==> src/logic/axi_bram_writer.sv <==
`default_nettype none

module axi_bram_writer
#(
  parameter int AXI_DATA_WIDTH  = 32,
  parameter int AXI_ADDR_WIDTH  = 32,
  parameter int BRAM_ADDR_WIDTH = 10
)
(
  input  logic                        aclk,
  input  logic                        aresetn,
  input  logic [AXI_ADDR_WIDTH-1:0]   s_axi_awaddr,
  input  logic                        s_axi_awvalid,
  output logic                        s_axi_awready,
  input  logic [AXI_DATA_WIDTH-1:0]   s_axi_wdata,
  input  logic [AXI_DATA_WIDTH/8-1:0] s_axi_wstrb,
  input  logic                        s_axi_wvalid,
  output logic                        s_axi_wready,
  output logic [1:0]                  s_axi_bresp,
  output logic                        s_axi_bvalid,
  input  logic                        s_axi_bready,
  output logic [BRAM_ADDR_WIDTH-1:0]  bram_addr,
  output logic [AXI_DATA_WIDTH-1:0]   bram_wrdata,
  output logic [AXI_DATA_WIDTH/8-1:0] bram_we
);

  localparam int ADDR_LSB = $clog2(AXI_DATA_WIDTH/8);  // Byte to word address shift

  logic awready_reg, awready_next;
  logic wready_reg, wready_next;
  logic bvalid_reg, bvalid_next;
  logic beat_valid;

  assign beat_valid = s_axi_awvalid & s_axi_wvalid;  // Address and data together

  always_ff @(posedge aclk)
  begin
    if (!aresetn)
    begin
      awready_reg <= 1'b0;
      wready_reg  <= 1'b0;
      bvalid_reg  <= 1'b0;
    end
    else
    begin
      awready_reg <= awready_next;
      wready_reg  <= wready_next;
      bvalid_reg  <= bvalid_next;
    end
  end

  always_comb
  begin
    awready_next = awready_reg;
    wready_next  = wready_reg;
    bvalid_next  = bvalid_reg;
    if (beat_valid && !awready_reg)
    begin
      awready_next = 1'b1;  // Acknowledge on the next cycle
      wready_next  = 1'b1;
    end
    if (awready_reg)
    begin
      awready_next = 1'b0;  // Single-cycle ready pulse
      wready_next  = 1'b0;
      bvalid_next  = 1'b1;
    end
    if (s_axi_bready && bvalid_reg)
      bvalid_next = 1'b0;  // Response taken
  end

  assign s_axi_awready = awready_reg;
  assign s_axi_wready  = wready_reg;
  assign s_axi_bvalid  = bvalid_reg;
  assign s_axi_bresp   = 2'b00;  // Always OKAY

  assign bram_addr   = s_axi_awaddr[ADDR_LSB +: BRAM_ADDR_WIDTH];
  assign bram_wrdata = s_axi_wdata;
  assign bram_we     = beat_valid ? s_axi_wstrb : '0;

endmodule

`default_nettype wire

==> config.mk <==
export PLATFORM = sky130hd
export DESIGN_NAME = axi_bram_writer
export DESIGN_NICKNAME = d
export VERILOG_FILES = /design/src/logic/axi_bram_writer.sv
export SDC_FILE = /design/constraint.sdc
export NUM_CORES = 1
export LEC_CHECK = 0
export ABC_AREA = 0
export CORE_AREA = 2 2 48 50
export CTS_BUF_LIST = sky130_fd_sc_hd__clkbuf_2
export CTS_CLUSTER_DIAMETER = 50
export DETAILED_ROUTE_END_ITERATION = 8
export DIE_AREA = 0 0 50 52
export DONT_BUFFER_PORTS = 1
export GPL_TIMING_DRIVEN = 1
export SLEW_MARGIN = 25
export SYNTH_ARGS = -nofsm -noshare
export SYNTH_HDL_FRONTEND = slang
export SYNTH_SLANG_ARGS = --single-unit
==> constraint.sdc <==
create_clock -name aclk -period 0.8 [get_ports aclk]
set_input_delay 0.08 -clock aclk [delete_from_list [all_inputs] [get_ports aclk]]
set_output_delay 0.08 -clock aclk [all_outputs]
set_load 0.01 [all_outputs]
==> results.py <==
metrics = {
    "outcome": {
        "status": "complete, no violations",
    },
    "cts": {
        "clk_pin_slew_worst_paths_ns": 0.04,
        "root_buffer": "clkbuf_2",
        "cts_setup_buffers": 0,
        "cts_max_level": 1,
        "cts_tree": "done",
        "cts.sinks": 3,
        "clk_latency_ns": 0.20,
        "cts_buffer_depth": 2,
        "numCtsBuffers": 3,
    },
    "floorplanning": {
        "rows": 17,
        "initial_utilization": 0.221,
        "die_h_um": 52,
        "ios": 124,
        "die_area_sq_um": 2600,
        "core_area_sq_um": 2110,
        "fp.dieW_um": 50,
    },
    "finish": {
        "final_layout_size_suffix_gt1_frac": 0.550,
        "layout.nets": 94,
        "diodes": 0,
        "syn_to_final_growth_pct": -54.3,
    },
    "power_and_ir_drop": {
        "pwr-share-clk": 0.505,
        "p_per_area_nw_per_um2": 1970,
        "power_uw": 419,
        "power_frac_comb": 0.093,
        "ir_drop_v": 0.000805,
        "p_int_uw": 310,
        "p_switching_uw": 109,
        "p_sw_frac": 0.260,
        "p_seq_frac": 0.402,
        "leakagePower_uw": 0.0000999,
    },
    "sta": {
        "period_share": 0.953,
        "period_needed_ns": 0.762,
        "slew_violations": 0,
        "rsz0062_at_grt": "false",
        "setup_tns_ns": 0,
        "hold_violations": 0,
        "fin_worst_skew_ns": 0.000882,
        "fmax_mhz": 1310,
        "finalWorstSetupSlack_ns": 0.0379,
        "finalSetupViolCount": 0,
    },
    "detailed_routing": {
        "drtIter0Drc": 3,
        "met3_length_um": 217,
        "vias_per_cell": 3.83,
        "routedWlPerCell_um": 19.3,
        "antenna_left": 0,
        "highest_layer": "met4",
        "first_pass_iters": 2,
        "wl_met2_um": 408,
        "routed_wl_um": 927,
        "drc": 0,
        "met1_length_um": 219,
        "dr_total_vias": 184,
    },
    "synth": {
        "yosys-top-cells-area": "buf_4, dfxtp_1, and3_2, nor3b_2, and4b_1",
        "synth_cells": 57,
        "seq_area_frac_synth": 0.129,
        "synth.most_common_cell": "buf_4",
        "ys_types": 9,
        "synth_top_area_share": 0.710,
        "netlist_top_cells_count": "buf_4, and3_2, dfxtp_1",
        "yosys_register_bits": 3,
        "async_flop_share": 0,
        "ys_warn_count": 0,
        "synth_largest_area_cell": "buf_4",
        "ys.flop_type": "dfxtp_1",
        "synth_edf_count": 0,
        "syn_area_sq_um": 465,
        "syn_avg_cell_area_sq_um": 8.17,
    },
    "worst_setup_path": {
        "cp.required_ns": 0.72,
        "crit_fanout": 4,
        "critPathLaunchType": "register",
        "cp.arrival_ns": 0.68,
        "critPathKind": "reg2out",
        "cp_top_family": "flip-flops",
        "critPathBufInv": 1,
        "max_stage_delay_ns": 0.35,
        "end_kind": "output pin",
        "regToRegSetupSlack_ns": 0.12,
        "crit_chain": "buf_4",
        "slowest_stage": "dfxtp_2",
    },
    "place": {
        "dpl_worst_slack_ns": 0.108,
        "numPortBuffers": 0,
        "place_congestion": 0.603,
    },
    "global_route": {
        "antenna_found_initial": 0,
        "grt_max_degree": 7,
        "grt_use_total": 0.0684,
        "overflow": 0,
        "grt_pass1_vias": 216,
        "grt_pass1_wl_um": 1170,
    },
    "job": {
        "drv_cap": 0,
    },
    "hold_path": {
        "min_path_type": "in2reg",
    },
}
flip-flops by register name, indices dropped and copies added (netlist names):
name and flops:
s_axi_wready 1, s_axi_awready 1, s_axi_bvalid 1
cell usage in the layout, fill, tap and decap left out:
cell / count
and3_2: 4
clkbuf_2: 4
conb_1: 2
dfxtp_1: 2
a21oi_1: 1
nor3b_2: 1
nand2_1: 1
o211a_1: 1
and4b_1: 1
dlygate4sd3_1: 1
buf_4: 1
dfxtp_2: 1
power groups by stage:
stage	clock (uW)	combinational, uW	sequential, uW
after global routing	233	42.2	169
final	212	39.1	169
after global placement	0	34.6	170
after CTS	222	35.3	168
after detailed placement	0	35.3	171
after floorplan	0	250	170
metal layers:
layer  global-route usage  vias up
met1               0.0383       71
met4                0.125        0
met2               0.0855       38
met5                    0        -
li1                     -       59
met3               0.0690       16
stage by stage:
step | cell area (sq um) | std cells | utilization | hold WS (ns)
after detailed placement | 181 | 43 | 0.0862 | 0.160
after global routing | 213 | 48 | 0.101 | 0.0340
final | 213 | 48 | 0.101 | 0.0482
after global placement | 181 | 43 | 0.0862 | 0.160
after CTS | 203 | 47 | 0.0963 | 0.00875
after floorplan | 469 | 58 | - | 0.228
final timing paths:
| check | to | from | depth (start not counted) |
|---|---|---|---|
| worst max-delay path | s_axi_awready | s_axi_awready$_SDFF_PP0_ | 1 |
| worst min-delay path | s_axi_wready$_SDFFE_PP0P_ | aresetn | 1 |
| worst min register to register | s_axi_wready$_SDFFE_PP0P_ | s_axi_awready$_SDFF_PP0_ | 1 |
| worst max register to register | s_axi_bvalid$_SDFFE_PP0P_ | s_axi_bvalid$_SDFFE_PP0P_ | 2 |
timing repair:
item	in CTS	in global routing
hold buffers	0	1
setup endpoints to repair	1	0
endpoints found under the hold margin	0	1
gates resized for setup	1	0
kinds of logic (layout without fill, tap and decap cells):
group | count (synthesis) | after routing | synth area share
other | 1 | 2 | 0.00806
buffers and inverters | 44 | 6 | 0.710
DFF | 3 | 3 | 0.129
and+or+nand+nor | 7 | 7 | 0.121
AOI/OAI and AO/OA | 2 | 2 | 0.0322
cell type report:
cell class              instances  area [sq um]
well taps                      28          35.0
clock buffers                   4          20.0
multi-input cells              11          78.8
fillers                       242          1890
repair buffers                  2          17.5
flip-flops and latches          3          61.3
(Power assumes the default switching activity.)
