===== config.mk =====
export PLATFORM = sky130hd
export DESIGN_NAME = seq_decoder
export DESIGN_NICKNAME = d
export VERILOG_FILES = /design/src/logic/pulse_seq_pkg.sv /design/src/logic/seq_decoder.sv
export SDC_FILE = /design/constraint.sdc
export NUM_CORES = 1
export LEC_CHECK = 0
export ABC_AREA = 1
export BUFFER_PORTS_ARGS = -buffer_cell sky130_fd_sc_hd__buf_4
export CELL_PAD_IN_SITES_DETAIL_PLACEMENT = 0
export CELL_PAD_IN_SITES_GLOBAL_PLACEMENT = 1
export CORE_MARGIN = 5
export CORE_UTILIZATION = 20
export DETAILED_ROUTE_END_ITERATION = 10
export PLACE_DENSITY_LB_ADDON = 0.1
export SYNTH_ARGS = -nofsm -noshare
export SYNTH_HDL_FRONTEND = slang
export SYNTH_SLANG_ARGS = --single-unit

===== constraint.sdc =====
create_clock -name aclk -period 1.35 [get_ports aclk]
set_clock_uncertainty 0.05 [all_clocks]
set_input_delay 0.2025 -clock aclk [delete_from_list [all_inputs] [get_ports aclk]]
set_output_delay 0.2025 -clock aclk [all_outputs]
set_load 0.01 [all_outputs]

===== src/logic/pulse_seq_pkg.sv =====
`default_nettype none

package pulse_seq_pkg;

  localparam int OUT_WIDTH  = 8;   // Number of pulse outputs
  localparam int WAIT_WIDTH = 30;  // WAIT cycle count field

  typedef enum logic [1:0] {
    OP_OUT  = 2'd0,  // Masked merge into outputs
    OP_WAIT = 2'd1,  // Hold outputs for a cycle count
    OP_STOP = 2'd2   // End of program, code 3 also stops
  } seq_op_t;

  typedef struct packed {
    seq_op_t                   op;
    logic [29-2*OUT_WIDTH:0]   reserved;
    logic [OUT_WIDTH-1:0]      mask;
    logic [OUT_WIDTH-1:0]      value;
  } seq_out_fields_t;

  typedef struct packed {
    seq_op_t                   op;
    logic [WAIT_WIDTH-1:0]     count;
  } seq_wait_fields_t;

  // One fetched word, viewed by the opcode in its top bits
  typedef union packed {
    seq_out_fields_t  out_fields;
    seq_wait_fields_t wait_fields;
  } seq_cmd_t;

endpackage

`default_nettype wire


===== src/logic/seq_decoder.sv =====
`default_nettype none

module seq_decoder
  import pulse_seq_pkg::*;
#(
  parameter int BRAM_ADDR_WIDTH = 10
)
(
  input  logic                       aclk,
  input  logic                       aresetn,
  input  logic                       start,
  input  logic                       advance,
  input  seq_cmd_t                   rd_data,
  output logic [BRAM_ADDR_WIDTH-1:0] rd_addr,
  output logic                       cmd_valid,
  output seq_op_t                    op,
  output logic [OUT_WIDTH-1:0]       out_mask,
  output logic [OUT_WIDTH-1:0]       out_value,
  output logic [WAIT_WIDTH-1:0]      wait_count
);

  logic [BRAM_ADDR_WIDTH-1:0] pc;
  logic                       fetch_pending;  // RAM read in flight
  logic                       running;
  logic                       stop_seen;

  assign running   = fetch_pending | cmd_valid;
  assign stop_seen = cmd_valid & (op == OP_STOP);
  assign rd_addr   = pc;

  always_ff @(posedge aclk)
  begin
    if (!aresetn)
    begin
      pc            <= '0;
      fetch_pending <= 1'b0;
      cmd_valid     <= 1'b0;
    end
    else if (start && !running)
    begin
      pc            <= '0;    // Program always begins at word 0
      fetch_pending <= 1'b1;
    end
    else if (fetch_pending)
    begin
      fetch_pending <= 1'b0;
      cmd_valid     <= 1'b1;  // Word is on rd_data now
    end
    else if (advance)
    begin
      pc            <= pc + 1'b1;
      fetch_pending <= 1'b1;
      cmd_valid     <= 1'b0;
    end
    else if (stop_seen)
      cmd_valid <= 1'b0;      // Sequencer goes idle
  end

  // Opcode picks which view of the word is meaningful
  always_comb
  begin
    op         = OP_STOP;
    out_mask   = '0;
    out_value  = '0;
    wait_count = '0;
    case (rd_data.out_fields.op)
      OP_OUT:
      begin
        op        = OP_OUT;
        out_mask  = rd_data.out_fields.mask;
        out_value = rd_data.out_fields.value;
      end
      OP_WAIT:
      begin
        op         = OP_WAIT;
        wait_count = rd_data.wait_fields.count;
      end
      default: op = OP_STOP;  // Unused code also stops
    endcase
  end

endmodule

`default_nettype wire


==> results of run 1 <==
## layout by cell type (no fill, tap or decap)
cell,synthesis,layout
sky130_fd_sc_hd__buf_12,0,1
sky130_fd_sc_hd__buf_4,0,96
sky130_fd_sc_hd__nor2_4,2,2
sky130_fd_sc_hd__ha_1,1,1
sky130_fd_sc_hd__nand3_2,1,2
sky130_fd_sc_hd__nor3_1,1,1
sky130_fd_sc_hd__nand4_1,3,3
sky130_fd_sc_hd__nor2_1,58,58
sky130_fd_sc_hd__nand2_1,21,21
sky130_fd_sc_hd__dfxtp_2,0,2
sky130_fd_sc_hd__clkbuf_8,0,3
sky130_fd_sc_hd__a21oi_1,5,5
sky130_fd_sc_hd__inv_2,1,1
sky130_fd_sc_hd__xnor2_1,2,2
sky130_fd_sc_hd__nand3_1,6,5
sky130_fd_sc_hd__xor2_1,1,1
sky130_fd_sc_hd__inv_1,46,46
sky130_fd_sc_hd__dfxtp_1,12,10
sky130_fd_sc_hd__nor3b_1,1,1
## path summary, 6_finish.rpt
path | start | end | slack [ns]
worst max-delay path | rd_data[31] | wait_count[3] | 0.16
worst min-delay path | aresetn | fetch_pending$_SDFF_PN0_ | 0.17
worst max register to register | rd_addr[0]$_SDFFE_PP0P_ | rd_addr[8]$_SDFFE_PP0P_ | 0.17
worst min register to register | rd_addr[1]$_SDFFE_PP0P_ | rd_addr[1]$_SDFFE_PP0P_ | 0.43
## layer usage
layer / share of wire / vias to the layer above / global-route usage
met5: 0 / - / 0
met4: 0.014 / 0 / 0.04196
met3: 0.11 / 5 / 0.03396
met2: 0.44 / 64 / 0.1749
met1: 0.44 / 509 / 0.1353
li1: - / 659 / -
## cells in the mapped netlist (all sizes together)
library cell	n
a21oi	5
buf	4
clkbuf	1
dfxtp	12
ha	1
inv	47
nand2	21
nand3	7
nand4	3
nor2	60
nor3	1
nor3b	1
xnor2	2
xor2	1
## final cells by class
type / instances / area, um^2
clock buffers: 3 / 41.29
fillers: 471 / 2629
inverters: 47 / 176.4
multi-input cells: 102 / 459.2
flip-flops and latches: 12 / 242.7
well taps: 52 / 65.06
repair buffers: 97 / 740.7
## registers in the layout, summed over array words and instances (netlist names)
| signal | flops |
|---|---|
| cmd_valid | 1 |
| fetch_pending | 1 |
| rd_addr | 10 |
## what timing repair did
action                                  4_1_cts  5_1_grt
gates resized for setup                       0        3
hold buffers                                  0        0
endpoints found under the setup margin        0        1
## cell families after synthesis
kind of cell,Yosys count,share of synthesized area
buffers and inverters,52,0.2238
flip-flops,12,0.2685
adder cells (fa/ha/maj),1,0.01398
AND/OR/NAND/NOR,93,0.4364
AO/OA/AOI/OAI,5,0.02797
XOR/XNOR,3,0.02938
## where the power goes
group | internal [mW] | switching [mW] | total (mW)
Sequential | 0.363 | 0.00716 | 0.370
Clock | 0.197 | 0.134 | 0.331
Combinational | 0.177 | 0.153 | 0.330
Total | 0.738 | 0.294 | 1.03
## through the flow
step | std cells | power [mW]
global placement | 310 | 0.7148
global route | 313 | 1.091
finish | 313 | 1.031
detailed placement | 310 | 0.7099
CTS | 313 | 1.034
floorplan | 166 | 0.5072
## tightest hold or removal path: stages
cell and delay, ns:
sky130_fd_sc_hd__buf_4 0.11, sky130_fd_sc_hd__inv_1 0.06, sky130_fd_sc_hd__a21oi_1 0.04
==> results.toml, run 1 <==
[status]
status = "finished, final reports clean"

[worst_setup_path]
critical_path.endpoint_type = "output port"
critical_path_class = "in -> out"
worst_setup_path_start_kind = "input port"
cp.depth = 6
critical-path-slowest-cell = "sky130_fd_sc_hd__buf_12"
cp_cell_sequence = "buf_4, nor2_1, inv_1, buf_12, nor2_1, buf_4"
worstPathBufferInverterCount = 4
worst-endpoint-required_ns = 1.10
cp_top_family = "buffers and inverters"
slowest_delay_ns = 0.16
worst-r2r-cell-count = 7
arrival_time_worst_endpoint_ns = 0.94
critPathMaxFanout = 30

[finish]
postLayoutCellArea_um2 = 1725
nNetsFinal = 300
area_delta_synth_final_pct = 92.87
post-route-util = 0.3963
fraction_of_layout_cells_with_a_size_suffix_above_1 = 0.4100
diodes = 0

[synth]
postSynthCellCount = 166
ys_ff_latch = 12
biggest_area_contributors_in_the_synthesized_netlist = "sky130_fd_sc_hd__dfxtp_1 27%, sky130_fd_sc_hd__nor2_1 24%, sky130_fd_sc_hd__inv_1 19%"
ys_seq_area_frac = 0.2685
ys_warn_count = 0
postSynthNetCount = 203
post_synth.cell_area_avg_um2 = 5.389
synth.lib_cells_used.distinct = 17
area_of_the_mapped_netlist_um2 = 894.6
synth_area_leader_cell = "sky130_fd_sc_hd__dfxtp_1"
post-synth-top-area-fraction = 0.2685

[cts]
post_cts_buffers = 0
clock-root-buffer = "sky130_fd_sc_hd__clkbuf_8"
clk_latency_ns = 0.24
cts_sinks = 12
cts_made_buffers = 3
cts_tree = "yes"
max-clock-path-buffers = 2
clk_transition_reported_paths_ns = 0.05
h_tree_level_count = 1

[global_routing]
grt_start_max_net_pins = 31
track_usage = 0.1091
number_of_antenna_violations_at_the_first_check_in_global_routing = 0
global_route_wire_length_before_repair_um = 5430
grt_overflow = 0
grt_pass1_vias = 1121

[timing]
fin_crit_sh = 0.8830
final_hold_viol_count = 0
relSlewSlack = 0.8599
finalSetupTns_ns = 0
grt_setup_unrepaired = "false"
setup_slack_ns = 0.1580
timing.final.setup_violations = 0
max_clock_freq_mhz = 838.9
finalHoldWorstSlack_ns = 0.1670
maxSlewViolCount = 0
shortest_period_the_worst_path_allows_ns = 1.192
worst_slew_pin_slew_ns = 0.2099

[drt]
post-route-drc-count = 0
drtIter0Drc = 30
routed_via_density = 3.952
totalWireLength_um = 3364
num_vias = 1237
number_of_nets_with_antenna_violations_after_detailed_routing = 0
routed_wire_length_per_instance_um = 10.75
firstDrtPassIters = 4

[place]
gp_routability_congestion = 0.7470
dp_hpwl_um = 2822
detailedPlace.worstSlack_ns = 0.1200
io_buffers = 94
placedInstanceArea_um2 = 1677

[die]
io-pin-count = 95
core.rowCount = 24
initial_core_util = 0.2055
floorplan.die.height_um = 76.88
coreArea_um2 = 4354
fp.dieArea_um2 = 5911
die_w_um = 76.88

[flow_run]
cap_viol_max_count = 0

[power]
power.static_leakage_nw = 1.046
power_density_nw_per_um2 = 597.8
peakVddDrop_mv = 0.5445

[hold_path]
worstHoldPathType = "in -> reg"
hold-path-cell-count = 3
(Power assumes the default switching activity.)
==> inputs of run 2 (changes only) <==
--- a/config.mk
+++ b/config.mk
@@ -12,6 +12,7 @@
 export CORE_MARGIN = 5
 export CORE_UTILIZATION = 20
 export DETAILED_ROUTE_END_ITERATION = 10
+export MAX_ROUTING_LAYER = met4
 export PLACE_DENSITY_LB_ADDON = 0.1
 export SYNTH_ARGS = -nofsm -noshare
 export SYNTH_HDL_FRONTEND = slang
==> results.toml, run 2 (synthesis gave the netlist of run 1 again) <==
[timing]
max_clock_freq_mhz = 838.9
finalHoldWorstSlack_ns = 0.1668
maxSlewViolCount = 0
final_hold_viol_count = 0
setup_slack_ns = 0.1580
grt_setup_unrepaired = "false"
worst_slew_pin_slew_ns = 0.2100
fin_crit_sh = 0.8830
timing.final.setup_violations = 0
finalSetupTns_ns = 0
shortest_period_the_worst_path_allows_ns = 1.192
relSlewSlack = 0.8598

[global_routing]
number_of_antenna_violations_at_the_first_check_in_global_routing = 0
grt_start_max_net_pins = 31
grt_overflow = 0
global_route_wire_length_before_repair_um = 5423
track_usage = 0.1121
grt_pass1_vias = 1121

[finish]
area_delta_synth_final_pct = 92.87
fraction_of_layout_cells_with_a_size_suffix_above_1 = 0.4100
largest_register_ffs = 10
layout.cells.most_common_list = "96 x sky130_fd_sc_hd__buf_4, 58 x sky130_fd_sc_hd__nor2_1, 46 x sky130_fd_sc_hd__inv_1"
diodes = 0
nNetsFinal = 300
post-route-util = 0.3963
layout_commonest_cell = "sky130_fd_sc_hd__buf_4"
postLayoutCellArea_um2 = 1725

[drt]
totalWireLength_um = 3368
routed_wire_length_per_instance_um = 10.76
drtIter0Drc = 36
number_of_nets_with_antenna_violations_after_detailed_routing = 0
firstDrtPassIters = 4
num_vias = 1235
post-route-drc-count = 0
routed_via_density = 3.946

[cts]
cts_sinks = 12
cts_made_buffers = 3
h_tree_level_count = 1
cts.hold.buffers_added = 0
clock-root-buffer = "sky130_fd_sc_hd__clkbuf_8"
post_cts_buffers = 0
cts_tree = "yes"
clk_latency_ns = 0.24
max-clock-path-buffers = 2
clk_transition_reported_paths_ns = 0.05

[worst_setup_path]
arrival_time_worst_endpoint_ns = 0.94
critical_path.endpoint_type = "output port"
crit-reg2reg-capture = "rd_addr[8]$_SDFFE_PP0P_"
timing.rr.start = "rd_addr[0]$_SDFFE_PP0P_"
critical_path_class = "in -> out"
critical_path_destination = "wait_count[3]"
critPathMaxFanout = 30
worst-r2r-cell-count = 7
reg_to_reg_setup_timing_slack_ns = 0.17
cp-startpoint = "rd_data[31]"
worst-endpoint-required_ns = 1.10
worst_setup_path_start_kind = "input port"

[power]
peakVddDrop_mv = 0.5445
power.static_leakage_nw = 1.046
power_density_nw_per_um2 = 597.9

[place]
io_buffers = 94
detailedPlace.worstSlack_ns = 0.1200
placedInstanceArea_um2 = 1677
dp_hpwl_um = 2822
gp_routability_congestion = 0.7564

[flow_run]
cap_viol_max_count = 0

[die]
fp.dieArea_um2 = 5911
core.rowCount = 24
coreArea_um2 = 4354
floorplan.die.height_um = 76.88
initial_core_util = 0.2055
io-pin-count = 95
die_w_um = 76.88

[hold_path]
worstHoldPathType = "in -> reg"
hold-path-cell-count = 3

[status]
status = "finished, final reports clean"
## run 2: cell counts in the layout (fill, tap and decap cells not counted)
Identical to the previous run, type by type.
## run 2: worst min path at each step
stage | start | to
after floorplan | aresetn | fetch_pending$_SDFF_PN0_
after global placement | aresetn | fetch_pending$_SDFF_PN0_
after detailed placement | aresetn | fetch_pending$_SDFF_PN0_
after CTS | aresetn | fetch_pending$_SDFF_PN0_
after global routing | aresetn | cmd_valid$_SDFFE_PN0P_
final | aresetn | fetch_pending$_SDFF_PN0_
## run 2: worst max-delay path, stage by stage
cell and delay, ns:
sky130_fd_sc_hd__buf_4 0.12, sky130_fd_sc_hd__nor2_1 0.12, sky130_fd_sc_hd__inv_1 0.08, sky130_fd_sc_hd__buf_12 0.16, sky130_fd_sc_hd__nor2_1 0.11, sky130_fd_sc_hd__buf_4 0.14
## run 2: layout make-up
class | instances | area (um^2)
fill | 471 | 2629
multi-input combinational | 102 | 459.2
inverter | 47 | 176.4
tap | 52 | 65.06
clock buffer | 3 | 41.29
timing repair buffer | 97 | 740.7
sequential | 12 | 242.7
## run 2: power by group
part	internal, mW	leakage [nW]	switching [mW]
clock	0.197	0.0216	0.134
sequential	0.363	0.0981	0.00718
combinational	0.177	0.927	0.153
total	0.738	1.05	0.294
## run 2: metrics by stage
stage | power (mW) | std cells
global route | 1.091 | 313
finish | 1.032 | 313
floorplan | 0.5072 | 166
global placement | 0.7148 | 310
detailed placement | 0.7099 | 310
CTS | 1.034 | 313
## run 2: layer usage
layer / track usage / routed length, um
met5: - / 0
met4: 0.04196 / 46
met3: 0.02927 / 337
met2: 0.1749 / 1480
met1: 0.1381 / 1503
## run 2: what timing repair did
item | in CTS | in global routing
endpoints found under the hold margin | 0 | 0
setup endpoints to repair | 0 | 1
resized for setup | 0 | 3
