[src/logic/pulse_seq_pkg.sv]
`default_nettype none

package pulse_seq_pkg;

  localparam int OUT_WIDTH  = 8;   // Number of pulse outputs
  localparam int WAIT_WIDTH = 30;  // WAIT cycle count field

  typedef enum logic [1:0] {
    OP_OUT  = 2'd0,  // Masked merge into outputs
    OP_WAIT = 2'd1,  // Hold outputs for a cycle count
    OP_STOP = 2'd2   // End of program, code 3 also stops
  } seq_op_t;

  typedef struct packed {
    seq_op_t                   op;
    logic [29-2*OUT_WIDTH:0]   reserved;
    logic [OUT_WIDTH-1:0]      mask;
    logic [OUT_WIDTH-1:0]      value;
  } seq_out_fields_t;

  typedef struct packed {
    seq_op_t                   op;
    logic [WAIT_WIDTH-1:0]     count;
  } seq_wait_fields_t;

  // One fetched word, viewed by the opcode in its top bits
  typedef union packed {
    seq_out_fields_t  out_fields;
    seq_wait_fields_t wait_fields;
  } seq_cmd_t;

endpackage

`default_nettype wire

[src/logic/seq_executor.sv]
`default_nettype none

module seq_executor
  import pulse_seq_pkg::*;
(
  input  logic                  aclk,
  input  logic                  aresetn,
  input  logic                  cmd_valid,
  input  seq_op_t               op,
  input  logic [WAIT_WIDTH-1:0] wait_count,
  output logic                  advance,
  output logic                  apply,
  output logic                  finish
);

  logic                  counting;   // WAIT in progress
  logic [WAIT_WIDTH-1:0] remaining;  // Cycles left after this one
  logic                  is_out;
  logic                  is_wait;
  logic                  wait_done;

  assign is_out  = cmd_valid & (op == OP_OUT);
  assign is_wait = cmd_valid & (op == OP_WAIT);

  // First WAIT cycle looks at the fresh count, later ones at the counter
  assign wait_done = counting ? (remaining == '0) : (wait_count == '0);

  assign apply   = is_out;
  assign finish  = cmd_valid & (op == OP_STOP);
  assign advance = is_out | (is_wait & wait_done);

  always_ff @(posedge aclk)
  begin
    if (!aresetn)
      counting <= 1'b0;
    else
      counting <= is_wait & ~wait_done;  // Drops with the advance
  end

  always_ff @(posedge aclk)
  begin
    if (is_wait && !counting)
      remaining <= wait_count - 1'b1;  // Unused when the count is zero
    else if (counting && !wait_done)
      remaining <= remaining - 1'b1;
  end

endmodule

`default_nettype wire

[config.mk]
export PLATFORM = sky130hd
export DESIGN_NAME = seq_executor
export DESIGN_NICKNAME = d
export VERILOG_FILES = /design/src/logic/pulse_seq_pkg.sv /design/src/logic/seq_executor.sv
export SDC_FILE = /design/constraint.sdc
export NUM_CORES = 1
export LEC_CHECK = 0
export ABC_CLOCK_PERIOD_IN_PS = 3900
export BUFFER_PORTS_ARGS = -buffer_cell sky130_fd_sc_hd__buf_4
export CAP_MARGIN = 20
export CORE_MARGIN = 2
export CORE_UTILIZATION = 50
export DETAILED_ROUTE_END_ITERATION = 7
export PLACE_DENSITY = 0.72
export SYNTH_ARGS = -nofsm -noshare
export SYNTH_HDL_FRONTEND = slang
export SYNTH_SLANG_ARGS = --single-unit
[constraint.sdc]
create_clock -name aclk -period 3.9 [get_ports aclk]
set_input_delay 0.585 -clock aclk [delete_from_list [all_inputs] [get_ports aclk]]
set_output_delay 0.585 -clock aclk [all_outputs]
set_load 0.005 [all_outputs]
==> metrics, run 1 <==
status=finished clean; Seq/Total Area, Yosys=0.387; Synth Area in Adders=0.00525; share of the synthesized area in the top cell type=0.378; count leader, synth=edfxtp_1; Core ar.=4660 um^2; Die Y=73.0 um; crit path buf inv count=1; row count=25; hold_buf cts=0; DP HPWL=3.88 mm; Die Area=5330 um^2; number of synthesis warnings=0; post-CTS sizing=0; P&R area growth vs syn=19.1%; WS Path Type=flip-flop to output pin; post-route clock period utilization=0.802; Routed wire per std cell=15.9 um; Crit Path Max Fanout=4; total grt overflow=0; nets=a little over 300; Iter 0 DRT Violations=177; post-CTS setup buffers=0; Area contributors post-synth=edfxtp_1, mux2i_1, xor2_1; clock buffer count from CTS=5; Max clock buf depth=2; RSZ-0062 raised after global routing=no; Worst Setup Start Kind=flip-flop; pin count of the biggest net entering global routing=27; MaxCap Viol Count=0; Worst Setup Slack, final=0.772 ns; EDFF count, synth=30; fill count=431; Synth Area in Simple Gates=0.251; PortBufs=37; Post-Synth XOR/XNOR Area=0.125; crit path from=remaining[5]; Hold Crit Class=input pin to flip-flop; Reg clk slew, reported paths=about 0.070 ns; Pwr Density=296 nW/um^2; area of the multi-input gates=1420 um^2; H-tree depth=2; remaining antenna violation count=0; Reg area=between 900 and 1000 um^2; placed inst area=between 2000 and 3000 um^2; Final TNS setup=0 ns; Setup Viol. Count Final=0; Most used DFF post-synth=edfxtp_1; Distinct cells, synth=43; CP cell instances=or4_4, or2_2, nor4_1, a21oi_1, nor2_1, buf_4; GRT Total Usage=0.207; worst-case clock skew=around 0.0096 ns; Compound-Gate Fraction of Synth Area=0.0846; Slew Viols, Final=0; wirelength, routed=slightly above 5 mm; crit path DAT=about 2.5 ns; first-pass GRT wire length=between 8 and 9 mm; Die X=73.0 um; ant diodes=0; Pre-Repair DR Iteration Count=4; # DRC=0; Achievable Freq=roughly 320 MHz; initial core utilization=0.511; #FFs+latches synth=31; cell taking the most area after synthesis=edfxtp_1; slowest stage cell, crit path=or4_4; Hold Path Origin=aresetn; largest family of logic cells by synthesized area=simple AND/OR/NAND/NOR gates; initial antenna violation count=0; Syn Inst Count=231; hold violation count in the final report=0; RR Startpoint=remaining[5]; vias in the first global route=about 1900; fin crit period=3.13 ns; Synth top cells by count=edfxtp_1, mux2i_1, nor2_1; layout cells sized above 1=0.244; Crit path max-delay family=simple AND/OR/NAND/NOR gates; Final Util=0.608; GP Congestion=slightly above 0.8; leakage power=between 0.9 and 1 nW; Post-Syn Area per Cell=slightly above 10 um^2; mux cell area share after synthesis=0.122; CTS tree=built; critical path capture point type=output pin; syn_nets=around 270; pre-CTS WS=a little over 0.9 ns; actual slew at the worst max-slew pin=approximately 0.75 ns; CTS Root Cell=clkbuf_8; DR vias=1904; max incr delay on CP=about 0.60 ns; vias per cell=about 5.9; # IOs=38; Worst-Skew Late Latency=about 0.28 ns; CTS sink cnt=31; CP required=roughly 3.3 ns; Slew HR=0.503; fraction of registers with async set/reset=0; peak supply drop=~0.17 mV; fin area=2840 um^2; synthesized cell area=2380 um^2
-- final timing paths --
| check | slack (ns) | depth (start not counted) | end |
|---|---|---|---|
| max | 0.77 | 6 | advance |
| min | 0.58 | 2 | counting |
| max reg2reg | 1.13 | 5 | remaining[29] |
| min reg2reg | 0.67 | 2 | remaining[19] |
-- logic make-up (layout without fill, tap and decap cells) --
| family | Yosys count | count (layout) |
|---|---|---|
| XOR/XNOR | 34 | 34 |
| adder cells (fa/ha/maj) | 1 | 1 |
| buffers and inverters | 12 | 52 |
| flip-flops | 31 | 31 |
| multiplexers | 29 | 29 |
| AO/OA/AOI/OAI | 25 | 25 |
| AND/OR/NAND/NOR | 99 | 99 |
-- power by group --
group          switching [mW]  internal, mW  leakage [nW]  total (mW)
combinational          0.0647        0.0619         0.635       0.127
clock                   0.126         0.187        0.0556       0.313
sequential             0.0129         0.386         0.286       0.399
total                   0.204         0.635         0.977       0.838
-- worst reg2reg max path: cells and delay by family (launching register included) --
| family | cells | cell delay [ns] |
|---|---|---|
| AND/OR/NAND/NOR | 3 | 1.43 |
| AO/OA/AOI/OAI | 1 | 0.34 |
| flip-flops | 1 | 0.42 |
| buffers and inverters | 1 | 0.32 |
-- cells in the final DEF (no fill, tap or decap), types with 2 or more instances in the layout --
cell / synthesis / layout
clkbuf_8: 0 / 5
o31a_2: 2 / 2
nor4_1: 11 / 11
a21oi_1: 6 / 6
nand3_1: 4 / 4
or4_4: 2 / 2
inv_1: 3 / 3
or3_1: 13 / 13
edfxtp_1: 30 / 30
xnor2_1: 16 / 16
mux2i_1: 28 / 28
nor2_1: 21 / 21
nor3_4: 3 / 3
o22ai_1: 2 / 2
nor3_2: 3 / 3
nand2_1: 8 / 8
buf_4: 1 / 41
or4_1: 8 / 8
o31ai_1: 2 / 2
xor2_1: 18 / 18
o21ai_0: 3 / 2
nor3_1: 18 / 18
-- registers in the layout, indices dropped and copies added, names as in the netlist --
signal and cells:
remaining 30, counting 1
-- per-stage QoR --
step	cells	total power, mW	hold WS (ns)
after global routing	325	0.873	0.566
after global placement	317	0.531	0.647
after floorplan	231	0.475	0.604
final	325	0.838	0.581
after CTS	325	0.843	0.575
after detailed placement	317	0.532	0.658
-- area by class of cell --
cell class              instances  share of cell area
repair buffers                 41               0.109
clock inverters                 3              0.0137
flip-flops and latches         31               0.325
multi-input cells             188               0.501
well taps                      54              0.0238
clock buffers                   5              0.0243
inverters                       3             0.00397
-- metal layers --
layer	vias up	global-route usage	part of all wire
li1	962	-	-
met1	889	0.285	0.48
met2	51	0.335	0.47
met3	2	0.0442	0.050
met4	0	0.0432	0.0029
met5	-	0	0
(Power assumes the default switching activity.)
==> run 2, diff against run 1 <==
Settings changed: ABC_CLOCK_PERIOD_IN_PS 3900 to 2600, PLACE_DENSITY 0.72 to 0.75.
Clock period 3.9 ns to 2.6 ns, I/O delays scaled along.
==> metrics, run 2 (same netlist as run 1, synthesis figures left out) <==
Tot Pwr=between 1 and 1.5 mW; post-route clock period utilization=0.989; Hold Path Cell Cnt=2; CTS sink cnt=31; Final Util=0.639; Hold Crit Class=input pin to flip-flop; DR vias=~2000; vias in the first global route=1986; Reg area=about 920 um^2; pre-CTS WS=-0.0158 ns; Crit Path Max Fanout=2; initial antenna violation count=0; crit path DAT=2.18 ns; hold violation count in the final report=0; commonest cells after routing, fill and taps aside=buf_4, edfxtp_1, mux2i_1; layout cells sized above 1=0.300; non-filler cells, final=between 300 and 400; Pwr Density=slightly below 400 nW/um^2; ant diodes=0; DP HPWL=4.04 mm; CP required=2.21 ns; hold_buf cts=0; Die X=~73 um; Die Area=5330 um^2; Int Pwr=roughly 0.87 mW; Worst Setup Slack, final=approximately 0.028 ns; P&R area growth vs syn=25.1%; power share of the clock group=0.317; total grt overflow=0; CP most frequent cell=buf_4; slowest stage cell, crit path=or4_4; area of the multi-input gates=1450 um^2; Comb pwr share=0.175; H-tree depth=2; fin crit period=2.57 ns; Most flops, register=remaining; switching power=0.307 mW; Reg2Reg Depth=7; Worst Setup Start Kind=flip-flop; clock buffer count from CTS=5; Seq pwr share=0.508; pin count of the biggest net entering global routing=33; Net Sw Frac=0.261; vias per cell=5.97; WHS=0.372 ns; Largest regs=remaining x30, counting x1; Max clock buf depth=2; Slew HR=0.632; initial core utilization=0.511; Placed Cells=about 330; CP cell instances=or4_4, or2_4, nor4_4, buf_4, a21oi_2, nor2_1, buf_4; Pre-Repair DR Iteration Count=4; WS Path Type=flip-flop to output pin; Reg clk slew, reported paths=approximately 0.07 ns; most common cell after layout, fill and taps aside=buf_4; peak supply drop=0.292 mV; wirelength, routed=between 5 and 6 mm; GP Congestion=approximately 0.8; PortBufs=37; actual slew at the worst max-slew pin=around 0.54 ns; # IOs=38; # DRC=0; CTS Root Cell=clkbuf_8; Slew Viols, Final=0; CTS tree=built; Core ar.=between 4000 and 5000 um^2; Die Y=roughly 73 um; MaxCap Viol Count=0; Iter 0 DRT Violations=157; Setup Viol. Count Final=0; first-pass GRT wire length=between 8 and 9 mm; worst-case clock skew=0.00937 ns; placed inst area=between 2000 and 3000 um^2; critical path capture point type=output pin; remaining antenna violation count=0; Worst-Skew Late Latency=about 0.29 ns; status=finished clean; leakage power=1.06 nW; Achievable Freq=between 300 and 400 MHz; max incr delay on CP=0.56 ns; fill count=~380; fin area=around 3000 um^2; row count=25; nets=roughly 320; max reg flops=30; GRT Total Usage=0.216; RSZ-0062 raised after global routing=yes; Final TNS setup=0 ns; Routed wire per std cell=around 16 um
==> run 2: repair_timing <==
item                                    in CTS  in global routing
resized for setup                            4                  4
setup buffers                                4                  3
endpoints found under the setup margin       1                  4
endpoints found under the hold margin        0                  0
pin swaps                                    2                  0
==> run 2: metal layers <==
metal	global-route usage	vias to the layer above	wire, um
met2	0.330	56	2520
met3	0.0470	11	266
li1	-	994	-
met4	0.101	0	112
met1	0.291	974	2520
met5	0	-	0
==> run 2: power groups by stage <==
stage	clock network (mW)	logic [mW]	registers (mW)
CTS	0.379	0.201	0.597
global placement	0	0.193	0.607
global route	0.395	0.225	0.601
detailed placement	0	0.197	0.608
finish	0.373	0.206	0.598
floorplan	0	0.108	0.603
==> run 2: critical path: cells and delay by family, from the launching register on <==
kind                   cells  cell delay, ns
AOI/OAI and AO/OA          1            0.05
DFF                        1            0.41
buffers and inverters      2            0.27
and+or+nand+nor            4            1.15
==> run 2: layout make-up <==
type	instances	area share
Multi-Input combinational cell	188	0.488
Sequential cell	31	0.309
Timing Repair Buffer	57	0.149
Clock buffer	7	0.0256
Tap cell	54	0.0227
Inverter	3	0.00378
Clock inverter	1	0.00168
==> run 2: final timing paths <==
check,start,end,slack [ns]
worst max-delay path,remaining[4],advance,0.03
worst min-delay path,aresetn,counting,0.37
worst max register to register,remaining[4],remaining[25],0.17
worst min register to register,remaining[19],remaining[19],0.66
==> run 3, diff against run 2 <==
Settings changed: ABC_CLOCK_PERIOD_IN_PS 2600 to 2700, CTS_BUF_LIST set to sky130_fd_sc_hd__clkbuf_2 sky130_fd_sc_hd__clkbuf_4 sky130_fd_sc_hd__clkbuf_8, PLACE_DENSITY 0.75 to 0.72.
Clock period 2.6 ns to 2.7 ns, I/O delays scaled along.
==> metrics, run 3 (same netlist as run 1, synthesis figures left out) <==
leakage power=~1.1 nW; peak supply drop=just over 0.2 mV; ant diodes=0; clock buffer count from CTS=5; critical path capture point type=output pin; crit path DAT=2.23 ns; CTS Root Cell=clkbuf_8; Worst-Skew Late Latency=just under 0.3 ns; vias per cell=5.90; first-pass GRT wire length=around 9.5 mm; hold violation count in the final report=0; Routed wire per std cell=16.4 um; Worst Setup Start Kind=flip-flop; DR vias=about 2000; Reg clk slew, reported paths=approximately 0.070 ns; vias in the first global route=1983; RR Startpoint=counting; MaxCap Viol Count=0; Reg2Reg Depth=7; Worst Setup Slack, final=around 0.065 ns; Final TNS setup=0 ns; Die Y=73.0 um; Crit Path Max Fanout=3; Core ar.=between 4000 and 5000 um^2; initial antenna violation count=0; Tot Pwr=1.20 mW; pin count of the biggest net entering global routing=18; Reg-to-Reg End=remaining[14]; Die X=around 73 um; max reg flops=30; GP Congestion=0.838; Hold Path Cell Cnt=2; Achievable Freq=379 MHz; # IOs=38; fin crit period=~2.6 ns; status=finished clean; CTS tree=built; nets=between 300 and 400; placed inst area=between 2000 and 3000 um^2; worst-case clock skew=between 0.007 and 0.008 ns; total grt overflow=0; PortBufs=37; P&R area growth vs syn=25.0%; Placed Cells=about 330; Hold Crit Class=input pin to flip-flop; Most flops, register=remaining; initial core utilization=0.511; DP HPWL=just over 4 mm; row count=25; layout cells sized above 1=0.305; pre-CTS WS=0.0422 ns; Slew HR=0.610; non-filler cells, final=approximately 340; Pre-Repair DR Iteration Count=4; Hold Path Origin=aresetn; Largest regs=remaining x30, counting x1; Pwr Density=between 400 and 500 nW/um^2; CTS sink cnt=31; commonest cells after routing, fill and taps aside=buf_4, edfxtp_1, mux2i_1; most common cell after layout, fill and taps aside=buf_4; remaining antenna violation count=0; Setup Viol. Count Final=0; actual slew at the worst max-slew pin=between 0.5 and 0.6 ns; Die Area=5330 um^2; post-route clock period utilization=0.976; H-tree depth=2; reg-to-reg slack, setup=0.22 ns; CP required=around 2.3 ns; wirelength, routed=5.57 mm; Max clock buf depth=2; # DRC=0; WHS Endpoint=counting; Slew Viols, Final=0; WS Path Type=flip-flop to output pin; fin area=between 2000 and 3000 um^2; Iter 0 DRT Violations=around 180; GRT Total Usage=0.227
-- run 3: metal layers --
| metal | track usage | vias up | wire length, um |
|---|---|---|---|
| met2 | 0.359 | 55 | 2580 |
| li1 | - | 994 | - |
| met3 | 0.0456 | 6 | 232 |
| met5 | 0 | - | 0 |
| met1 | 0.317 | 944 | 2690 |
| met4 | 0.0597 | 0 | 59 |
-- run 3: stage by stage --
stage / util / hold WS, ns
global route: 0.638 / 0.429
CTS: 0.628 / 0.404
finish: 0.638 / 0.396
global placement: 0.600 / 0.646
floorplan: - / 0.590
detailed placement: 0.600 / 0.655
-- run 3: worst max-delay path by stage --
| stage | slack [ns] | to | startpoint |
|---|---|---|---|
| global route | -0.03 | advance | remaining[3] |
| floorplan | 0.04 | remaining[0] | remaining[5] |
| finish | 0.06 | advance | remaining[3] |
| detailed placement | 0.04 | remaining[24] | op[0] |
| global placement | 0.11 | remaining[24] | op[0] |
| CTS | 0.04 | advance | remaining[16] |
-- run 3: report_power, final --
group          internal (mW)  switching, mW
combinational         0.0975         0.0971
sequential             0.557         0.0205
clock                  0.243          0.183
-- run 3: critical path, stage by stage (launching register included) --
cell and delay, ns:
edfxtp_1 0.44, or4_4 0.56, or2_4 0.28, nor4_4 0.33, a21oi_2 0.10, nor2_1 0.12, buf_4 0.12
-- run 3: cell type report --
class / instances / area (um^2)
timing repair buffer: 55 / 413
multi-input combinational: 188 / 1460
inverter: 3 / 11.3
clock buffer: 8 / 104
tap: 54 / 67.6
sequential: 31 / 921
fill: 387 / 1690
-- run 3: timing repair --
action,in CTS,in global routing
resized for setup,3,5
buffers inserted,1,4
endpoints found under the setup margin,1,2
hold buffers,0,0
pin swaps,1,3
