[config.mk]
export PLATFORM = sky130hd
export DESIGN_NAME = seq_output
export DESIGN_NICKNAME = d
export VERILOG_FILES = /design/src/logic/pulse_seq_pkg.sv /design/src/logic/seq_output.sv
export SDC_FILE = /design/constraint.sdc
export NUM_CORES = 1
export LEC_CHECK = 0
export BUFFER_PORTS_ARGS = -buffer_cell sky130_fd_sc_hd__clkbuf_2
export CORE_AREA = 4 4 41 43
export CTS_CLUSTER_DIAMETER = 100
export DETAILED_ROUTE_END_ITERATION = 12
export DIE_AREA = 0 0 45 47
export PLACE_DENSITY = 0.69
export SLEW_MARGIN = 20
export SYNTH_ARGS = -nofsm -noshare
export SYNTH_HDL_FRONTEND = slang
export SYNTH_SLANG_ARGS = --single-unit
[constraint.sdc]
create_clock -name aclk -period 1.8 [get_ports aclk]
set_clock_uncertainty 0.1 [all_clocks]
set_input_delay 0.27 -clock aclk [delete_from_list [all_inputs] [get_ports aclk]]
set_output_delay 0.27 -clock aclk [all_outputs]
set_load 0.01 [all_outputs]
[src/logic/pulse_seq_pkg.sv]
`default_nettype none

package pulse_seq_pkg;

  localparam int OUT_WIDTH  = 8;   // Number of pulse outputs
  localparam int WAIT_WIDTH = 30;  // WAIT cycle count field

  typedef enum logic [1:0] {
    OP_OUT  = 2'd0,  // Masked merge into outputs
    OP_WAIT = 2'd1,  // Hold outputs for a cycle count
    OP_STOP = 2'd2   // End of program, code 3 also stops
  } seq_op_t;

  typedef struct packed {
    seq_op_t                   op;
    logic [29-2*OUT_WIDTH:0]   reserved;
    logic [OUT_WIDTH-1:0]      mask;
    logic [OUT_WIDTH-1:0]      value;
  } seq_out_fields_t;

  typedef struct packed {
    seq_op_t                   op;
    logic [WAIT_WIDTH-1:0]     count;
  } seq_wait_fields_t;

  // One fetched word, viewed by the opcode in its top bits
  typedef union packed {
    seq_out_fields_t  out_fields;
    seq_wait_fields_t wait_fields;
  } seq_cmd_t;

endpackage

`default_nettype wire

[src/logic/seq_output.sv]
`default_nettype none

module seq_output
  import pulse_seq_pkg::*;
(
  input  logic                 aclk,
  input  logic                 aresetn,
  input  logic                 start,
  input  logic                 apply,
  input  logic                 finish,
  input  logic [OUT_WIDTH-1:0] out_mask,
  input  logic [OUT_WIDTH-1:0] out_value,
  output logic [OUT_WIDTH-1:0] pulse_out,
  output logic                 busy,
  output logic                 done
);

  always_ff @(posedge aclk)
  begin
    if (!aresetn)
    begin
      pulse_out <= '0;
      busy      <= 1'b0;
      done      <= 1'b0;
    end
    else
    begin
      if (apply)
        pulse_out <= (pulse_out & ~out_mask) | (out_value & out_mask);  // Masked bits only
      if (finish)
        busy <= 1'b0;
      else if (start)
        busy <= 1'b1;  // Restart while busy has no effect
      done <= finish;  // One-cycle pulse
    end
  end

endmodule

`default_nettype wire

==> run summary, run 1 <==
The run finished with clean final reports. The first-pass detailed-route iteration total is 4, and the number of inserted diodes is 0. The cell at the root of the clock tree is sky130_fd_sc_hd__clkbuf_4.

The count of nets left with antenna violations once routing finished came out at 0. The number of global-route vias before repair is 344. STA classifies the critical path endpoint as an output port.

The final design area excluding fillers was 597 um^2. The switching power as a share of total power is 23.5%. Setup violations remaining at the end of the flow were counted as 0.

Across the VDD grid, the largest voltage drop is 0.314 mV. The run gives 0 as the setup fix buffers added after clock tree synthesis. For the pin with the worst max-slew slack, the measured transition is 0.314 ns. For the number of slew-limit violations in the final report, the log shows 0. The run gives 0 as the post-cts hold buffer count.

Global routing consumed, over all layers together, 10.0% of the routing resources. The width of the chip is 45 um, and the power per cell area is 856 mW/mm^2. From synthesis to final layout, the design area changed by 41.1%. The logs give 0.885 GHz for the maximum clock frequency and 94 for the non-filler instance count after layout. The number of clock buffers added by TritonCTS is 3.

STA classifies the critical path startpoint as a register. The final worst-path cycle share works out to 62.8%. The floorplan has 13 rows. The floorplan step defined a core boundary enclosing 0.00130 mm^2.

The number of top-level pins came out at 31. For the worst setup path, the data required time is 1.43 ns. The average cell area after synthesis works out to 8.81 um^2. Dividing the detail-routed wire length by the instance count gives 9.86 um. The total number of vias came out at 400.

Total overflow reported by the global router: 0. Summed over all nets, the switching power comes to 120 uW. In the final layout, the share of cells above drive strength 1 is 45.6%.

Once the floorplan was initialized, standard cells occupied 32.5% of the core. Power comes to 511 uW. Counting the fill cells in the layout gives 144. The tree built by TritonCTS fans out to 10 sinks. The total half-perimeter wirelength after legalization and detailed placement is 724 um, and the final weighted congestion in routability-driven placement is 0.633.

Setup repair after global routing left no endpoint under its margin. Across the run, the number of max-cap violations was 0. For this run, the number of Yosys warnings is 0. The number of nets in the final layout is 101, and the number of gates given a new drive strength after cts is 0. The aggregate negative setup slack is 0 ns.

The critical path buffer and inverter count came out at 1. The cell with the biggest individual delay on the critical path was sky130_fd_sc_hd__dfxtp_1. Across all setup checks in the final design, the least slack found is 0.670 ns. The worst hold path begins at finish. Clock latency on the worst-skew pair: 0.27 ns. Unique cell type count in the Yosys netlist: 10.

The combinational power share was 13.2%. The multi-input combinational cells in the finished layout cover a total of 191 um^2. After clock tree synthesis, the clock-pin slew on the worst setup and hold paths is 0.07 ns. The startpoint identified for the worst register-to-register timing path is busy$_SDFFE_PP0P_. The flop-to-flop setup slack is 1.07 ns, and the relative max-transition margin is 79.1%. The first routing iteration left 7 violations.

The first-pass GRT wire length was 1440 um. The critical path class is register to output port. The final count of hold timing violations is 0, and the via count normalized by instance count is 4.26. For the area of the die, the log shows 0.00212 mm^2.

In the routed design, unresolved DRC markers number 0. TritonCTS built the clock tree. The cell count of the worst reg-to-reg path came out at 2. The number of antenna violations at the first check in global routing is 0. Worst hold path class: input port to register. For the maximum number of pins on one net before global-route repair, the log shows 19. Summing all flip-flop and latch instances after layout gives 200 um^2. The clock network accounts for 40.2% of the total power.

The sequential share of power is 46.7%, and the leakage power is 0.344 nW. The die is 47 um tall. Synthesis produced 48 cells. Input and output buffers added on the ports amount to 30.

The highest fanout seen on the critical path is 2. The number of levels the H-tree was split into was 1; the maximum clock path buffer count was 2. The run gives 0.76 ns as the critical path data arrival time. The worst register-to-register path ends at busy$_SDFFE_PP0P_.

OpenSTA, run right after detailed placement, puts the worst setup slack at 0.820 ns. When the netlist entered floorplanning its net count stood at 69. For the finished layout, the period the worst path requires is 1.13 ns. In this design, the largest share of critical-path delay is due to flip-flops. Along the worst hold path, the cell count comes to 2.

Walking the worst path, the cells encountered are clkbuf_2. The critical path's largest stage delay works out to 0.35 ns. Counting flops and latches in the post-synthesis netlist gives 10. Sequential cells were found to cover 47.3% of the synthesized design area. Wires add up to 927 um.

For hold timing, the worst endpoint is busy$_SDFFE_PP0P_. The internal power of the cells totals 391 uW. The placed cell area was 561 um^2.

The synthesized netlist occupies a cell area of 423 um^2. Once placement completed, the tool counted placed cells totaling 90.
-- layer usage --
metal | routed length [um] | up-vias | GRT usage, % | part of all wire (%)
met1 | 370 | 163 | 12.0 | 40
met4 | 13 | 0 | 8.77 | 1.4
met3 | 152 | 2 | 5.75 | 16
met5 | 0 | - | 0 | 0
li1 | - | 211 | - | -
met2 | 390 | 24 | 12.4 | 42
-- synth_stat cells, drive strengths merged --
cell type	instances	area (um^2)
nand2	24	92.6
nor2	1	3.75
nor3b	1	7.51
mux2i	8	80.1
clkbuf	1	5.00
dfxtp	10	200
buf	2	26.3
and2	1	7.51
-- power by group through the flow --
stage               combinational (mW)  sequential [mW]  clock [mW]
floorplan                       0.0332            0.249           0
CTS                             0.0686            0.238       0.214
global placement                0.0673            0.243           0
global route                    0.0759            0.239       0.223
detailed placement              0.0686            0.243           0
finish                          0.0673            0.238       0.205
-- placed cells by master, fill, tap and decap left out --
cell type	instances
sky130_fd_sc_hd__and2_2	1
sky130_fd_sc_hd__clkbuf_2	30
sky130_fd_sc_hd__clkbuf_4	3
sky130_fd_sc_hd__clkbuf_8	1
sky130_fd_sc_hd__dfxtp_1	10
sky130_fd_sc_hd__mux2i_1	8
sky130_fd_sc_hd__nand2_1	23
sky130_fd_sc_hd__nand2_2	1
sky130_fd_sc_hd__nor2_1	1
sky130_fd_sc_hd__nor3b_1	1
-- area by class of cell --
cell class / instances / area share, %
well taps: 15 / 3.14
flip-flops and latches: 10 / 33.5
clock buffers: 4 / 6.08
multi-input cells: 35 / 32.1
repair buffers: 30 / 25.2
-- kinds of logic after synthesis --
group / share of synthesized area, %
buf+inv: 7.39
mux: 18.9
simple gates: 26.3
flops: 47.3
-- through the flow --
step / utilization (%) / hold slack, ns
2_1_floorplan: - / 0.246
3_3_place_gp: 43.1 / 0.346
3_5_place_dp: 43.1 / 0.354
4_1_cts: 45.9 / 0.0590
5_1_grt: 45.9 / 0.0737
6_report: 45.9 / 0.0689
-- worst max-delay path by stage --
stage	start	endpoint	slack, ns	cells past startpoint
2_1_floorplan	aresetn	done$_SDFF_PN0_	0.91	3
3_3_place_gp	aresetn	done$_SDFF_PN0_	0.83	2
3_5_place_dp	aresetn	busy$_SDFFE_PP0P_	0.82	2
4_1_cts	register	pulse_out[0]	0.66	1
5_1_grt	register	pulse_out[5]	0.62	1
6_report	register	pulse_out[0]	0.67	1
(Power assumes the default switching activity.)
==> run 2, diff against run 1 <==
==> constraint.sdc (replaced) <==
create_clock -name aclk -period 1.1 [get_ports aclk]
set_clock_uncertainty 0.1 [all_clocks]
set_input_delay 0.165 -clock aclk [delete_from_list [all_inputs] [get_ports aclk]]
set_output_delay 0.165 -clock aclk [all_outputs]
set_load 0.01 [all_outputs]
==> run summary, run 2 (synthesis gave the netlist of run 1 again) <==
The flow ran to the end, and the final reports show no timing, DRC or antenna violations. The synthesis-to-finish area growth was 43.5%; the post-route minimum period was 1.02 ns. The flop-to-flop setup slack came out at 0.38 ns.

For the total overflow reported by the global router, the log shows 0. For this configuration, the core starts out at a cell density of 32.5%. The final worst-path cycle share is 92.5%. The area of the placeable core is 0.00130 mm^2.

Slew of the pin with the lowest slew margin: 0.318 ns. The tools report the post-layout worst setup margin as 0.0826 ns. The worst hold path depth is 3.

The run gives 0 as the number of inserted diodes. Counting cells, the worst reg-to-reg path comes to 2. In the layout the commonest cells are sky130_fd_sc_hd__clkbuf_2, sky130_fd_sc_hd__nand2_1, sky130_fd_sc_hd__dfxtp_1. The floorplan has 13 rows. The run gives 0 as the final count of hold timing violations.

The critical path buffer and inverter count was 1. For this run, the number of standard cells in the final layout without fillers is 95. 31 I/O pins were placed. Clock tree synthesis selected as its root buffer the cell sky130_fd_sc_hd__clkbuf_4. The final weighted congestion in routability-driven placement came out at 0.633. The most common cell after layout, fill and taps aside is sky130_fd_sc_hd__clkbuf_2. The post-layout total power was 826 uW. The worst register-to-register path ends at busy$_SDFFE_PP0P_. The relative max-transition margin is 78.8%. For the iteration-0 DRC count of the detailed router, the log shows 1. For this run, design rule violations remaining after detail routing come to 0. The number of antenna violations at the first check in global routing is 0. TritonCTS built the clock tree. Dividing the detail-routed wire length by the instance count gives 9.78 um. The tools report the number of levels the H-tree was split into as 1.

Setup violations remaining at the end of the flow were counted as 0. Walking the worst path, the cells encountered are clkbuf_2. Clock tree synthesis found a total of 10 sinks. For this block, the routed nets add up to 929 um of wire. Timing analysis after detailed placement gives a worst setup slack of 0.228 ns. For the number of fillers in the final layout, the log shows 147.

The highest fanout seen on the critical path is 2. Measured along the x axis, the die boundary spans 45 um. For the worst-skew pair, the clock arrives at the later sink with an insertion delay of 0.26 ns. From bottom edge to top edge, the die measures 47 um. Launch point of the worst reg-to-reg path: busy$_SDFFE_PP0P_.

The number of slew-limit violations in the final report was 0; the CTS buffer count was 3. The leakage power is 0.348 nW, and the total number of vias is 408. The run gives 19 as the maximum number of pins on one net before global-route repair. Setup repair after global routing left no endpoint under its margin. Detailed placement finished with a half-perimeter wire length of 731 um. In the final design database the tool counted 102 nets. The clock passes through at most 2 buffers. The worst setup path is captured at an output port. STA puts the critical path data arrival time at 0.75 ns.

Once detail routing completed, the nets flagged for antenna violations numbered 0. The via count normalized by instance count came out at 4.29. The critical path class is register to output port. The clock transition time at the flip-flop clock pins of the worst setup and hold paths was 0.06 ns; the instance count after placement with tap cells included was 90. The logs give 9.63% for the total global routing track utilization and 46.6% for the final cell utilization of the core. The data required time at the worst endpoint was 0.83 ns; the number of global-route vias before repair was 365. Timing would allow up to 0.983 GHz. Before antenna repair, the detailed router went through 2 iterations.

Of the cells placed in the final design, the portion with a size suffix greater than 1 is 45.0%. Broken down by cell family, the worst path's largest delay share belongs to flip-flops. For this run, the slowest stage of the critical path takes 0.35 ns.

The launching element type of the critical path is a register. The cell with the biggest individual delay on the critical path is sky130_fd_sc_hd__dfxtp_1. The aggregate negative setup slack was 0 ns; the first-pass GRT wire length was 1400 um. The worst hold path class is input port to register. The power per cell area was 1360 mW/mm^2; the area of the die was 0.00212 mm^2. The port buffer count was 30; the largest voltage drop on the vdd net was 0.582 mV. Startpoint of the lowest-slack hold path: out_value[1]. Across the run, the number of max-cap violations was 0.
[run 2: tightest hold or removal path, cell delays in order]
cell and delay (ns):
sky130_fd_sc_hd__clkbuf_2 0.08, sky130_fd_sc_hd__nand2_1 0.04, sky130_fd_sc_hd__mux2i_1 0.05
[run 2: final cells by class]
class	instances	area [um^2]	area share (%)
Sequential cell	10	200	33.0
Clock buffer	4	36.3	5.98
Multi-Input combinational cell	35	191	31.5
Timing Repair Buffer	31	160	26.4
Tap cell	15	18.8	3.09
[run 2: what timing repair did]
| item | in CTS | in global routing |
|---|---|---|
| hold buffers | 1 | 0 |
| hold endpoints to repair | 1 | 0 |
| buffers inserted | 0 | 0 |
| gates resized for setup | 0 | 0 |
[run 2: power by group]
group,switching (mW),internal [mW],total [mW]
sequential,0.00936,0.381,0.390
combinational,0.0538,0.0597,0.113
clock,0.121,0.201,0.322
[run 2: worst max path at each step]
stage	endpoint	slack (ns)	cells past startpoint
finish	pulse_out[0]	0.08	1
global route	pulse_out[0]	0.05	1
CTS	pulse_out[0]	0.07	1
detailed placement	done$_SDFF_PN0_	0.23	2
global placement	done$_SDFF_PN0_	0.24	2
floorplan	done$_SDFF_PN0_	0.31	3
[run 2: stage by stage]
step                area, um^2  hold WS, ns
global placement           561        0.241
finish                     607       0.0208
floorplan                  423        0.141
detailed placement         561        0.250
global route               607       0.0215
CTS                        607       0.0137
[run 2: metal layers]
metal | vias to the layer above | global-route usage, % | wire length, um
met5 | - | 0 | 0
met4 | 0 | 5.26 | 0
met3 | 0 | 6.13 | 107
met2 | 23 | 13.0 | 413
met1 | 170 | 11.6 | 407
li1 | 215 | - | -
==> run 3, diff against run 2 <==
--- a/config.mk
+++ b/config.mk
@@ -5,12 +5,13 @@
 export SDC_FILE = /design/constraint.sdc
 export NUM_CORES = 1
 export LEC_CHECK = 0
+export ABC_AREA = 1
 export BUFFER_PORTS_ARGS = -buffer_cell sky130_fd_sc_hd__clkbuf_2
 export CORE_AREA = 4 4 41 43
 export CTS_CLUSTER_DIAMETER = 100
 export DETAILED_ROUTE_END_ITERATION = 12
 export DIE_AREA = 0 0 45 47
-export PLACE_DENSITY = 0.69
+export PLACE_DENSITY = 0.7
 export SLEW_MARGIN = 20
 export SYNTH_ARGS = -nofsm -noshare
 export SYNTH_HDL_FRONTEND = slang
==> run summary, run 3 <==
The run gives 2 as the maximum clock path buffer count. TritonCTS built the clock tree. For the number of slew-limit violations in the final report, the log shows 0. The tools report the endpoint kind of the worst setup timing path as an output port.

VDD sags by at most 0.823 mV. The critical path class was register to output port. The number of synthesized register bits was 10; the highest fanout seen on the critical path was 2. The cell count of the worst reg-to-reg path is 2, and the critical path buffer and inverter count is 1.

The number of antenna violations at the first check in global routing is 0, and the switching power as a share of total power is 24.7%. The synthesized design contains 0 enable-type register cells. The root buffer cell chosen for the clock tree is sky130_fd_sc_hd__clkbuf_4. The area of the die is 0.00212 mm^2. Of all flip-flops after synthesis, the portion carrying an async set or reset was 0%. 31 I/O pins were placed. Cell internal power was estimated by the tool at 652 uW. The routed wirelength normalized by instance count works out to 8.63 um. The final weighted congestion in routability-driven placement was 0.690; the total global routing track utilization was 10.8%.

Setup repair after global routing left no endpoint under its margin. Combinational power share: 16.1%. The number of fillers in the final layout was 135; the post-route minimum period was 1.00 ns. The tools report the total half-perimeter wirelength after legalization and detailed placement as 777 um. The row count was 13; the synthesized instance count was 64. The number of clock sinks was 10. By area the synthesized netlist is led by sky130_fd_sc_hd__dfxtp_1, sky130_fd_sc_hd__nand2_1, sky130_fd_sc_hd__nor2_1. The power per cell area is 1370 mW/mm^2.

The final count of hold timing violations is 0, and the post-cts hold buffer count is 1. The switching component of the power was 214 uW; the non-filler instance count after layout was 112. The logs give 8 for the unique cell type count in the Yosys netlist and 0 for the number of failing setup endpoints in the final timing report. 0 antenna diodes ended up in the layout. Port buffering added 30 buffers. Most common cell after layout, fill and taps aside: sky130_fd_sc_hd__clkbuf_2. After clock tree synthesis, the repair step resized 0 gates.

The number of synthesis warnings was 0. At the end of the flow, the number of nets in the layout was 119. In this run, the number of DRC markers left after iteration 0 of detailed routing was 5. OpenSTA, run right after detailed placement, puts the worst setup slack at 0.241 ns. Headroom to the max-slew limit came out at 83.7%.

Counting tap cells, the placed design contains a total of 107 instances. The clock reaches the later pin of the worst-skew pair after 0.26 ns. The number of global-route vias before repair came out at 441. Once layout is complete, the utilization of the core stands at 48.6%. The leakage power is 0.380 nW, and the worst hold path depth is 3. STA classifies the critical path startpoint as a register. Data required time at the worst endpoint: 0.83 ns. Global routing consumed, on the met2 layer, 18.1% of the routing resources. Dividing the synthesized area by the synthesized cell count gives 6.76 um^2. Dividing the detail-routed via count by the number of cells gives 4.04. Grouping stages by cell kind, the critical path spends the most delay in flip-flops. The number of setup buffers added after CTS is 0. Global routing consumed, on the met1 layer, 12.0% of the routing resources. Total power for the finished layout comes to 866 uW.

For this run, the top clock speed supported by timing is 0.999 GHz. At the pin with the least slew margin, the transition time is 0.245 ns. Cells with a size suffix above 1 make up 43.3% of the layout. Leaving out fill and tap cells, the most frequent cells in the layout are sky130_fd_sc_hd__clkbuf_2, sky130_fd_sc_hd__nor2_1, sky130_fd_sc_hd__nand2_1. The run gives 0 as the number of maximum-capacitance constraint violations.

The signal on the critical path passes through clkbuf_2. The number of levels the H-tree was split into is 1. Once routing completed, OpenROAD measured the worst setup slack at 0.0991 ns. The total overflow reported by the global router is 0.

When the netlist entered floorplanning its net count stood at 85. Counting instances in the post-synthesis netlist gives the leading cell types as sky130_fd_sc_hd__nand2_1, sky130_fd_sc_hd__nor2_1, sky130_fd_sc_hd__dfxtp_1. The flow ran to the end, and the final reports show no timing, DRC or antenna violations. The number of clock buffers added by TritonCTS is 3. For the total number of vias, the log shows 453.

The tools report the starting utilization of the core area as 33.3%. The detail route stage leaves a number of antenna-violating nets equal to 0. Of the total power, registers draw 45.8%. In the routed design, unresolved DRC markers number 0.

Summing the sequential cell areas from Yosys gives 46.2% of the chip area. Global routing consumed, on the met3 layer, 5.36% of the routing resources. In this run the horizontal extent of the chip is 45 um. The synthesis-to-finish area growth is 46.0%. The worst hold path class was input port to register. For the total wirelength of the detailed-routed design, the log shows 967 um.

The path length in cells of the critical path is 1. The synthesized netlist occupies a cell area of 433 um^2. In this run the vertical extent of the chip is 47 um.

The top cell type by area accounts for 46.2% of the synthesized area. After layout, the worst path uses 91.0% of the clock period. The critical path's largest stage delay is 0.34 ns.

Summed over all failing endpoints, the final setup total negative slack is 0 ns. The first detailed-routing pass took 2 iterations. The critical path data arrival time was 0.74 ns; the maximum number of pins on one net before global-route repair was 11.

The area of the placeable core is 0.00130 mm^2, and the relative contribution of the clock network to total power is 38.1%. The prevailing post-synth register cell is sky130_fd_sc_hd__dfxtp_1. The first global-routing pass estimated 1640 um of wire. The global routing stage identified its most utilized layer as met2. The clock transition time at the flip-flop clock pins of the worst setup and hold paths was 0.07 ns. The cell type contributing the most total cell area after synthesis is sky130_fd_sc_hd__dfxtp_1. Among all stages on the critical path, the largest delay is contributed by sky130_fd_sc_hd__dfxtp_1.
==> run 3: cell count changes in the layout (fill, tap and decap cells not counted), sizes merged <==
cell   previous run  this run
nor2              1        17
o21ai             0         1
inv               0         9
nand2            24        25
and2              1         0
nor3b             1         0
mux2i             8         0
==> run 3: layout make-up <==
cell class | instances | area (um^2) | area share (%)
repair buffers | 31 | 160 | 25.3
flip-flops and latches | 10 | 200 | 31.7
well taps | 15 | 18.8 | 2.97
inverters | 9 | 33.8 | 5.35
clock buffers | 4 | 36.3 | 5.74
multi-input cells | 43 | 183 | 28.9
==> run 3: cells by family (layout without fill, tap and decap cells) <==
logic type	Yosys count	after routing	share of synthesized area, %
AOI/OAI and AO/OA	1	1	1.15
buffers and inverters	11	44	11.6
and+or+nand+nor	42	42	41.0
DFF	10	10	46.2
==> run 3: power groups by stage <==
stage	Combinational, mW	Sequential, mW	Clock [mW]
6_report	0.139	0.396	0.330
3_5_place_dp	0.139	0.404	0
2_1_floorplan	0.0625	0.416	0
5_1_grt	0.160	0.399	0.368
3_3_place_gp	0.135	0.404	0
4_1_cts	0.142	0.396	0.342
==> run 3: metrics by stage <==
step	area (um^2)	hold WS (ns)
2_1_floorplan	433	0.137
3_3_place_gp	586	0.239
3_5_place_dp	586	0.244
4_1_cts	632	0.0211
5_1_grt	632	0.0305
6_report	632	0.0242
==> run 3: worst paths after layout <==
path	startpoint	end	slack, ns
max	register	pulse_out[4]	0.1
max reg2reg	busy$_SDFFE_PP0P_	busy$_SDFFE_PP0P_	0.38
min	out_value[3]	register	0.02
min reg2reg	register	register	0.41
==> run 3: layer usage <==
| layer | share of wire, % | wire, um |
|---|---|---|
| met5 | 0 | 0 |
| met1 | 44 | 428 |
| met4 | 1.0 | 10 |
| met2 | 41 | 397 |
| met3 | 13 | 130 |
==> run 3: worst min-delay path: stages <==
cell and delay, ns:
sky130_fd_sc_hd__clkbuf_2 0.08, sky130_fd_sc_hd__nor2_1 0.04, sky130_fd_sc_hd__nor2_1 0.08
